## src/logic/spiPkg.sv

```systemverilog
package spiPkg;

  // ************************************************************
  // Register map
  // ************************************************************

  // Byte registers
  localparam logic [1:0] AbCtrl = 2'd0;
  localparam logic [1:0] AbBaud = 2'd1;
  localparam logic [1:0] AbData = 2'd2;
  localparam logic [1:0] AbGpio = 2'd3;

  // Word registers, separate from the bytes at the same address
  localparam logic [1:0] AwPres = 2'd2;
  localparam logic [1:0] AwTOut = 2'd3;

  // Access codes on AWrEn / ARdEn, 00 is idle and 10 never occurs
  localparam logic [1:0] AccByte = 2'b01;
  localparam logic [1:0] AccWord = 2'b11;

  localparam int BusWidth  = 16;
  localparam int ByteWidth = 8;

  // ************************************************************
  // Control byte fields
  // ************************************************************
  localparam int CtrlWrRd    = 7;
  localparam int CtrlMsbLsb  = 6;
  localparam int CtrlModeHi  = 5;
  localparam int CtrlModeLo  = 4;
  localparam int CtrlOutEnHi = 3;
  localparam int CtrlOutEnLo = 0;

  // Status bits replace WrRd and MsbLsb on read
  localparam int CtrlBusy    = 7;
  localparam int CtrlTimerNZ = 6;

  // 16 half-bits per 8-bit frame
  localparam logic [3:0] HalfBitCount = 4'd15;

endpackage

```

## src/logic/spiMaster.sv

```systemverilog
`timescale 1ns/1ps

module spiMaster import spiPkg::*;
#(
  parameter int BaudWidth  = 8,
  parameter int TimerWidth = 16
)
(
  input  logic                AClkH,
  input  logic                AResetB,
  input  logic [1:0]          AAddr,
  input  logic [BusWidth-1:0] AMosi,
  input  logic [1:0]          AWrEn,
  input  logic [1:0]          ARdEn,
  output logic [BusWidth-1:0] AMiso,
  output logic                ASpiSck,
  input  logic                ASpiMiso,
  output logic                ASpiMosi,
  input  logic                ASpiGpioI,
  output logic [1:0]          ASpiGpioO,
  output logic [3:0]          ASpiOutEn
);

  // ************************************************************
  // Internal connections
  // ************************************************************
  logic                  busy;
  logic                  timerNZ;
  logic [ByteWidth-1:0]  rxByte;
  logic [ByteWidth-1:0]  txByte;
  logic                  wrData;
  logic                  msbLsb;
  logic [1:0]            mode;
  logic [BaudWidth-1:0]  baud;
  logic [TimerWidth-1:0] presCfg;
  logic [TimerWidth-1:0] tOutCfg;
  logic                  restart;

  // Host registers
  spiRegs #(
    .BaudWidth  (BaudWidth),
    .TimerWidth (TimerWidth)
  ) u_spiRegs (
    .AClkH     (AClkH),
    .AResetB   (AResetB),
    .AAddr     (AAddr),
    .AMosi     (AMosi),
    .AWrEn     (AWrEn),
    .ARdEn     (ARdEn),
    .AMiso     (AMiso),
    .ASpiGpioI (ASpiGpioI),
    .ASpiGpioO (ASpiGpioO),
    .ASpiOutEn (ASpiOutEn),
    .busy      (busy),
    .timerNZ   (timerNZ),
    .rxByte    (rxByte),
    .msbLsb    (msbLsb),
    .mode      (mode),
    .baud      (baud),
    .wrData    (wrData),
    .txByte    (txByte),
    .presCfg   (presCfg),
    .tOutCfg   (tOutCfg),
    .restart   (restart)
  );

  // Frame engine
  spiShifter #(
    .BaudWidth (BaudWidth)
  ) u_spiShifter (
    .AClkH    (AClkH),
    .AResetB  (AResetB),
    .wrData   (wrData),
    .txByte   (txByte),
    .msbLsb   (msbLsb),
    .mode     (mode),
    .baud     (baud),
    .ASpiMiso (ASpiMiso),
    .busy     (busy),
    .rxByte   (rxByte),
    .ASpiSck  (ASpiSck),
    .ASpiMosi (ASpiMosi)
  );

  // Timeout
  spiTimer #(
    .TimerWidth (TimerWidth)
  ) u_spiTimer (
    .AClkH   (AClkH),
    .AResetB (AResetB),
    .restart (restart),
    .presCfg (presCfg),
    .tOutCfg (tOutCfg),
    .timerNZ (timerNZ)
  );

endmodule

```

## src/logic/spiRegs.sv

```systemverilog
`timescale 1ns/1ps

module spiRegs import spiPkg::*;
#(
  parameter int BaudWidth  = 8,
  parameter int TimerWidth = 16
)
(
  input  logic                  AClkH,
  input  logic                  AResetB,
  input  logic [1:0]            AAddr,
  input  logic [BusWidth-1:0]   AMosi,
  input  logic [1:0]            AWrEn,
  input  logic [1:0]            ARdEn,
  output logic [BusWidth-1:0]   AMiso,
  input  logic                  ASpiGpioI,
  output logic [1:0]            ASpiGpioO,
  output logic [3:0]            ASpiOutEn,
  input  logic                  busy,
  input  logic                  timerNZ,
  input  logic [ByteWidth-1:0]  rxByte,
  output logic                  msbLsb,
  output logic [1:0]            mode,
  output logic [BaudWidth-1:0]  baud,
  output logic                  wrData,
  output logic [ByteWidth-1:0]  txByte,
  output logic [TimerWidth-1:0] presCfg,
  output logic [TimerWidth-1:0] tOutCfg,
  output logic                  restart
);

  logic                  wrByte;
  logic                  rdByte;
  logic                  wrWord;
  logic                  rdWord;
  logic                  wrRd;
  logic [3:0]            outEn;
  logic [2:0]            gpioSync;
  logic [ByteWidth-1:0]  ctrlRd;
  logic [ByteWidth-1:0]  baudRd;
  logic [ByteWidth-1:0]  gpioRd;
  logic [ByteWidth-1:0]  byteRd;
  logic [TimerWidth-1:0] wordRd;

  // Access decode
  assign wrByte = (AWrEn == AccByte);
  assign rdByte = (ARdEn == AccByte);
  assign wrWord = (AWrEn == AccWord);
  assign rdWord = (ARdEn == AccWord);

  // ************************************************************
  // Register writes
  // ************************************************************
  always_ff @(posedge AClkH or negedge AResetB)
  begin
    if (!AResetB)
    begin
      wrRd      <= 1'b0;
      msbLsb    <= 1'b0;
      mode      <= '0;
      outEn     <= '0;
      baud      <= '0;
      ASpiGpioO <= '0;
      presCfg   <= '0;
      tOutCfg   <= '0;
    end
    else
    begin
      if (wrByte && (AAddr == AbCtrl))
      begin
        wrRd   <= AMosi[CtrlWrRd];
        msbLsb <= AMosi[CtrlMsbLsb];
        mode   <= AMosi[CtrlModeHi:CtrlModeLo];
        outEn  <= AMosi[CtrlOutEnHi:CtrlOutEnLo];
      end
      if (wrByte && (AAddr == AbBaud))
        baud <= AMosi[BaudWidth-1:0];
      if (wrByte && (AAddr == AbGpio))
        ASpiGpioO <= AMosi[1:0];
      if (wrWord && (AAddr == AwPres))
        presCfg <= AMosi[TimerWidth-1:0];
      if (wrWord && (AAddr == AwTOut))
        tOutCfg <= AMosi[TimerWidth-1:0];
    end
  end

  // GPIO input, three flops deep
  always_ff @(posedge AClkH or negedge AResetB)
  begin
    if (!AResetB)
      gpioSync <= '0;
    else
      gpioSync <= {gpioSync[1:0], ASpiGpioI};
  end

  // Data write kicks off a frame
  assign wrData  = wrByte && (AAddr == AbData);
  assign txByte  = AMosi[ByteWidth-1:0];
  assign restart = rdWord && (AAddr == AwTOut);

  // ************************************************************
  // Read data
  // ************************************************************
  always_comb
  begin
    ctrlRd                          = '0;
    ctrlRd[CtrlBusy]                = busy;
    ctrlRd[CtrlTimerNZ]             = timerNZ;
    ctrlRd[CtrlModeHi:CtrlModeLo]   = mode;
    ctrlRd[CtrlOutEnHi:CtrlOutEnLo] = outEn;
  end

  assign baudRd = ByteWidth'(baud);
  // Synchronized input sits at bit 4
  assign gpioRd = {3'b000, gpioSync[2], 2'b00, ASpiGpioO};

  assign byteRd = ({ByteWidth{rdByte && (AAddr == AbCtrl)}} & ctrlRd) |
                  ({ByteWidth{rdByte && (AAddr == AbBaud)}} & baudRd) |
                  ({ByteWidth{rdByte && (AAddr == AbData)}} & rxByte) |
                  ({ByteWidth{rdByte && (AAddr == AbGpio)}} & gpioRd);

  assign wordRd = ({TimerWidth{rdWord && (AAddr == AwPres)}} & presCfg) |
                  ({TimerWidth{rdWord && (AAddr == AwTOut)}} & tOutCfg);

  assign AMiso = BusWidth'(byteRd) | BusWidth'(wordRd);

  // Mosi pin enabled only while a write frame is on the wire
  assign ASpiOutEn = {outEn[3], outEn[2] & busy & wrRd, outEn[1:0]};

  illegalAccess: assert property (@(posedge AClkH) disable iff (!AResetB)
    (AWrEn != 2'b10) && (ARdEn != 2'b10));

endmodule

```

## src/logic/spiShifter.sv

```systemverilog
`timescale 1ns/1ps

module spiShifter import spiPkg::*;
#(
  parameter int BaudWidth = 8
)
(
  input  logic                 AClkH,
  input  logic                 AResetB,
  input  logic                 wrData,
  input  logic [ByteWidth-1:0] txByte,
  input  logic                 msbLsb,
  input  logic [1:0]           mode,
  input  logic [BaudWidth-1:0] baud,
  input  logic                 ASpiMiso,
  output logic                 busy,
  output logic [ByteWidth-1:0] rxByte,
  output logic                 ASpiSck,
  output logic                 ASpiMosi
);

  logic [3:0]           halfCnt;
  logic [3:0]           halfCntNext;
  logic [BaudWidth-1:0] baudDiv;
  logic [BaudWidth-1:0] baudDivNext;
  logic                 sck;
  logic                 sckNext;
  logic                 misoQ;
  logic [ByteWidth-1:0] txLoad;
  logic [ByteWidth-1:0] txShift;
  logic [ByteWidth-1:0] txShiftNext;
  logic [ByteWidth-1:0] rxShift;
  logic [ByteWidth-1:0] rxShiftNext;
  logic                 divNZ;
  logic                 cntNZ;
  logic                 active;
  logic                 halfEnd;
  logic                 shiftEn;
  logic                 sampleEn;

  assign divNZ  = |baudDiv;
  assign cntNZ  = |halfCnt;
  assign active = divNZ | cntNZ;

  // Odd half-bit ends sample and even ones shift
  assign halfEnd  = active & ~divNZ;
  assign shiftEn  = halfEnd & ~halfCnt[0];
  assign sampleEn = halfEnd & halfCnt[0];

  // LSB-first frames are sent from a reversed copy
  always_comb
  begin
    for (int i = 0; i < ByteWidth; i++)
      txLoad[i] = msbLsb ? txByte[i] : txByte[ByteWidth-1-i];
  end

  // ************************************************************
  // Divider, half-bit counter and clock
  // ************************************************************
  always_comb
  begin
    if (wrData)
      baudDivNext = baud;
    else if (divNZ)
      baudDivNext = baudDiv - 1'b1;
    else if (cntNZ)
      baudDivNext = baud;
    else
      baudDivNext = '0;

    if (wrData)
      halfCntNext = HalfBitCount;
    else
      halfCntNext = halfCnt - {3'b000, ~divNZ & cntNZ};

    // Start level Mode1^Mode0 and idle level Mode1
    if (wrData)
      sckNext = mode[1] ^ mode[0];
    else if (active)
      sckNext = sck ^ ~divNZ;
    else
      sckNext = mode[1];
  end

  // ************************************************************
  // Shift registers
  // ************************************************************
  always_comb
  begin
    if (wrData)
      txShiftNext = txLoad;
    else if (shiftEn)
      txShiftNext = {txShift[ByteWidth-2:0], 1'b0};
    else
      txShiftNext = txShift;

    if (!sampleEn)
      rxShiftNext = rxShift;
    else if (msbLsb)
      rxShiftNext = {rxShift[ByteWidth-2:0], misoQ};
    else
      rxShiftNext = {misoQ, rxShift[ByteWidth-1:1]};
  end

  always_ff @(posedge AClkH or negedge AResetB)
  begin
    if (!AResetB)
    begin
      halfCnt <= '0;
      baudDiv <= '0;
      busy    <= 1'b0;
      sck     <= 1'b0;
      misoQ   <= 1'b0;
      txShift <= '0;
      rxShift <= '0;
    end
    else
    begin
      halfCnt <= halfCntNext;
      baudDiv <= baudDivNext;
      // Set by a data write and cleared once the counters have run out
      if (wrData)
        busy <= 1'b1;
      else if (!active)
        busy <= 1'b0;
      sck     <= sckNext;
      misoQ   <= ASpiMiso;
      txShift <= txShiftNext;
      rxShift <= rxShiftNext;
    end
  end

  assign rxByte   = rxShift;
  assign ASpiSck  = sck;
  assign ASpiMosi = txShift[ByteWidth-1];

  idleCounter: assert property (@(posedge AClkH) disable iff (!AResetB)
    !busy |-> (halfCnt == '0));

endmodule

```

## src/logic/spiTimer.sv

```systemverilog
`timescale 1ns/1ps

module spiTimer
#(
  parameter int TimerWidth = 16
)
(
  input  logic                  AClkH,
  input  logic                  AResetB,
  input  logic                  restart,
  input  logic [TimerWidth-1:0] presCfg,
  input  logic [TimerWidth-1:0] tOutCfg,
  output logic                  timerNZ
);

  logic [TimerWidth-1:0] pres;
  logic [TimerWidth-1:0] presNext;
  logic [TimerWidth-1:0] tOut;
  logic [TimerWidth-1:0] tOutNext;
  logic                  presNZ;
  logic                  tOutNZ;
  logic                  running;

  assign presNZ  = |pres;
  assign tOutNZ  = |tOut;
  assign running = presNZ | tOutNZ;

  // Prescaler reloads on each wrap while the timeout is still counting
  always_comb
  begin
    if (restart)
      presNext = presCfg;
    else if (presNZ)
      presNext = pres - 1'b1;
    else if (running)
      presNext = presCfg;
    else
      presNext = '0;

    if (restart)
      tOutNext = tOutCfg;
    else
      tOutNext = tOut - {{(TimerWidth-1){1'b0}}, tOutNZ & ~presNZ};
  end

  always_ff @(posedge AClkH or negedge AResetB)
  begin
    if (!AResetB)
    begin
      pres    <= '0;
      tOut    <= '0;
      timerNZ <= 1'b0;
    end
    else
    begin
      pres    <= presNext;
      tOut    <= tOutNext;
      timerNZ <= (|presNext) | (|tOutNext);
    end
  end

  // Only a restart can start the timer
  noSpuriousStart: assert property (@(posedge AClkH) disable iff (!AResetB)
    $rose(timerNZ) |-> $past(restart));

endmodule

```

## config.mk

```make
export PLATFORM = sky130hd
export DESIGN_NAME = spiMaster
export DESIGN_NICKNAME = d
export VERILOG_FILES = /design/src/logic/spiPkg.sv /design/src/logic/spiMaster.sv /design/src/logic/spiRegs.sv /design/src/logic/spiShifter.sv /design/src/logic/spiTimer.sv
export SDC_FILE = /design/constraint.sdc
export NUM_CORES = 1
export LEC_CHECK = 0
export BUFFER_PORTS_ARGS = -buffer_cell sky130_fd_sc_hd__buf_2
export CORE_UTILIZATION = 52
export DETAILED_ROUTE_END_ITERATION = 7
export PLACE_DENSITY = 0.71
export SLEW_MARGIN = 20
export SYNTH_ARGS = -nofsm -noshare
export SYNTH_HDL_FRONTEND = slang
export SYNTH_SLANG_ARGS = --single-unit
```

## constraint.sdc

```tcl
create_clock -name AClkH -period 6.05 [get_ports AClkH]
set_clock_uncertainty 0.1 [all_clocks]
set_input_delay 0.3025 -clock AClkH [delete_from_list [all_inputs] [get_ports AClkH]]
set_output_delay 0.3025 -clock AClkH [all_outputs]
set_load 0.005 [all_outputs]
```

==> flow_summary_export.csv <==
group,metric,value,unit
cells_and_area,area_delta_synth_final,15.8,%
yosys,synth_simple_gate_area_share,0.166,
critical_path,setup_crit_path_kind,"flop to flop",
power,p_clk_frac,0.345,
placement,detailed_place_hpwl,10200,microns
floorplan,floorplan.io_pins,50,
power,totalPowerFinal,2920,uW
yosys,synth.area.mux_share,0.143,
drt,detailedRoute.firstIterationViolations,311,
clock_network,cts_max_path_buffers,2,
yosys,synthDominantCellAreaShare,0.493,
global_route,gr-usage-all-layers,0.274,
sta,timing_max_transition_violations_final,0,
yosys,yosys.area_share.adder,0.0169,
yosys,synth-seq-area-share,0.493,
clock_network,tritoncts.num_buffers,17,
critical_path,reg_to_reg_startpoint,"u_spiTimer.pres[0]",
placement,numPlacedInstances,730,
sta,worst_pin_slew,0.970,ns
clock_network,insertion_delay,0.42,ns
sta,final.period_utilization,0.615,
clock_network,htree_num_levels,4,
cells_and_area,final_net_count,646,
drt,routed_via_density,5.97,
yosys,synth.avg_cell_area,10.5,sq um
yosys,synth_cell_types,57,
run,max-cap-violations,0,
critical_path,worstPathArrival,3.90,ns
yosys,synth.net_count,597,
clock_network,post_cts_buffers,0,
cells_and_area,n_antenna_cell,0,
min_path,worst_hold_path_type,"primary input to flop",
yosys,synth-compound-area-share,0.103,
power,netSwitchingFraction,0.326,
yosys,yosys.area.top_type,"dfrtp_1",
yosys,synth-edff-count,0,
global_route,grt_overflow,0,
global_route,wire_length_of_the_first_global_routing_pass,24100,microns
global_route,grt_antenna_before_repair,0,
critical_path,worstPathMaxFanout,5,
power,power_report.internal_total,1970,uW
drt,drt.antenna.violating_nets,0,
sta,rsz0062_at_grt,"false",
clock_network,tritoncts_num_sinks,117,
power,power.sequential.fraction,0.436,
yosys,synth.ff_latch_count,117,
critical_path,cp_data_required_time,6.23,ns
min_path,timing.hold.worst.start,"AMosi[13]",
yosys,largest_family_of_logic_cells_by_synthesized_area,"simple AND/OR/NAND/NOR gates",
cells_and_area,instances_no_fill,765,
sta,hold_ws,0.0358,ns
critical_path,setup.worst_path.start_class,"flop",
yosys,synth_flop_cell,"dfrtp_1",
floorplan,core-area,11000,sq um
placement,io_buf_count,49,
clock_network,cts_tree,"built",
sta,timing_hold_violations_final,0,
critical_path,critical_path.endpoint_type,"flop",
global_route,grt_pass1_vias,4807,
yosys,syn_area,5940,sq um
power,power_per_cell_area,424,nW/um^2
power,power.share.combinational,0.220,
power,worst_ir_drop_vdd,0.254,mV
critical_path,timing.reg2reg.setup_slack,2.33,ns
drt,dr_total_vias,4567,
placement,routabilityCongestion,0.871,
global_route,grt_max_degree,62,
yosys,synth.area.top_cells,"dfrtp_1, mux2_2, nand2_1, o21ai_0, mux2i_1",
min_path,hold_end,"u_spiRegs.tOutCfg[13]",
min_path,number_of_instances_on_the_worst_hold_path,2,
yosys,async_reset_ff_frac,1.00,
clock_network,clk_pin_slew_worst_paths,0.06,ns
yosys,synth_cells,563,
floorplan,die_h,109,microns
power,static-leakage-power,0.00295,uW
critical_path,worst_case_reg_to_reg_path_depth,13,
drt,detail_route.wirelength,14700,microns
power,p_sw,951,uW
floorplan,floorplan.die.width,109,microns
clock_network,ctsRootBufferMaster,"clkbuf_16",
cells_and_area,layout.core_utilization,0.626,
run_status,run_status,"complete, no violations",
sta,final_setup_violating_endpoints,0,
yosys,yosysWarningCount,0,
drt,drt_drc_violations_left,0,
floorplan,fp-row-count,38,
sta,setup_total_negative_slack,0,ns
sta,max_freq,269,MHz
floorplan,initial_utilization,0.541,
sta,max-slew-margin-rel,0.352,
critical_path,critical_path.reg2reg.endpoint,"u_spiTimer.timerNZ",
drt,drtPass1Iterations,5,
sta,min_period,3.72,ns
drt,wl_per_cell,19.2,microns
cells_and_area,layout-drive-gt1-share,0.243,
yosys,synth-xor-area-share,0.0487,
floorplan,dieArea,11900,sq um
## worst max-delay path: stages, from the launching register on
cell	delay, ns
dfrtp_1	0.42
inv_1	0.11
ha_1	0.22
nor3b_2	0.36
nand4b_1	0.26
nor3_1	0.26
ha_1	0.25
nor3b_1	0.27
xnor2_1	0.15
o21ai_0	0.13
or3_1	0.38
or3_1	0.33
nor4_1	0.23
nand4_1	0.11
## worst max path at each step
stage | startpoint | to | cells past startpoint
CTS | u_spiTimer.pres[0] | u_spiTimer.timerNZ | 13
global placement | u_spiTimer.pres[0] | u_spiTimer.timerNZ | 13
global route | u_spiTimer.pres[0] | u_spiTimer.timerNZ | 13
detailed placement | u_spiTimer.pres[0] | u_spiTimer.timerNZ | 13
floorplan | u_spiTimer.pres[0] | u_spiTimer.timerNZ | 13
finish | u_spiTimer.pres[0] | u_spiTimer.timerNZ | 13
## cells by family after synthesis
logic type / count (synthesis)
xor gates and xnor gates: 33
AOI/OAI and AO/OA: 102
buffers and inverters: 37
muxes: 76
DFF: 117
adders and majority gates: 8
and+or+nand+nor: 190
## cells in the final DEF, fill, tap and decap left out, types with 3 or more instances in the layout
| cell | n |
|---|---|
| dfrtp_1 | 117 |
| nand2_1 | 69 |
| o21ai_0 | 51 |
| mux2_2 | 50 |
| buf_2 | 48 |
| nor2_1 | 30 |
| nand3_1 | 24 |
| mux2i_1 | 24 |
| xnor2_1 | 18 |
| a21oi_1 | 18 |
| clkbuf_16 | 17 |
| nor3_1 | 15 |
| xor2_1 | 15 |
| inv_1 | 12 |
| nor4_1 | 11 |
| ha_1 | 8 |
| nand4_1 | 6 |
| a221o_1 | 6 |
| o21ai_1 | 5 |
| nand2b_1 | 5 |
| or3_1 | 4 |
| and3_1 | 4 |
| a31oi_1 | 4 |
| buf_4 | 4 |
| nor2b_1 | 3 |
| clkbuf_8 | 3 |
| clkinvlp_4 | 3 |
| clkinv_2 | 3 |
| dlygate4sd3_1 | 3 |
## timing repair
item | in CTS | in global routing
hold endpoints to repair | 58 | 0
hold buffers | 3 | 0
gates resized for setup | 0 | 0
## metrics by stage
step                cell area (sq um)  setup WS [ns]
global route                     6880           1.96
floorplan                        5940           2.87
global placement                 6250           2.54
finish                           6880           2.33
CTS                              6880           2.32
detailed placement               6250           2.36
## flip-flops by register name, indices dropped and copies added, names as in the netlist, 2 cells and up
signal and flops:
u_spiTimer.pres 16, u_spiShifter.baudDiv 8, u_spiShifter.halfCnt 4, u_spiRegs.mode 2, u_spiRegs.baud 8, u_spiRegs.gpioSync 3
u_spiRegs.ASpiGpioO 2, u_spiRegs.presCfg 16, u_spiShifter.txShift 8, u_spiShifter.rxByte 8, u_spiRegs.outEn 4, u_spiRegs.tOutCfg 16
u_spiTimer.tOut 16
## power groups by stage
stage | combinational, uW | sequential (uW) | clock, uW
final | 641 | 1270 | 1010
after global routing | 720 | 1300 | 1050
after floorplan | 494 | 1190 | 0
after detailed placement | 635 | 1270 | 0
after global placement | 608 | 1260 | 0
after CTS | 643 | 1270 | 1020
## synth_stat cells, types with 2 or more instances
library cell,number
o21ai_0,51
inv_1,12
nor3b_1,2
ha_1,8
dfrtp_1,117
nand2_1,69
nor2_1,30
nand2b_1,5
a31oi_1,4
buf_4,5
xnor2_1,18
a22o_1,2
buf_2,2
nor3b_2,2
o21ai_1,5
clkbuf_1,14
buf_6,2
a21oi_1,18
mux2i_1,24
nor3_1,15
or3_1,4
nor4_4,2
mux4_2,2
nor4_1,11
xor2_1,15
nor2b_1,3
o211ai_1,2
nand3_1,24
buf_1,2
and3_1,4
a31o_2,2
o31ai_1,2
a221o_1,6
nor3_2,2
mux2_2,50
nand4_1,6
## routing by layer
layer	GRT usage	routed length [microns]	up-vias
met2	0.450	7270	146
met5	0	0	-
met4	0.128	458	0
met3	0.0789	949	39
met1	0.330	5980	2252
li1	-	-	2130
## area by class of cell
cell class / count / area [sq um]
tap: 140 / 175
fill: 876 / 4110
inverter: 12 / 45.0
timing repair buffer: 55 / 300
clock buffer: 21 / 470
multi-input combinational: 409 / 2840
clock inverter: 11 / 124
sequential: 117 / 2930
No activity file was read; power rests on OpenSTA's default activity.
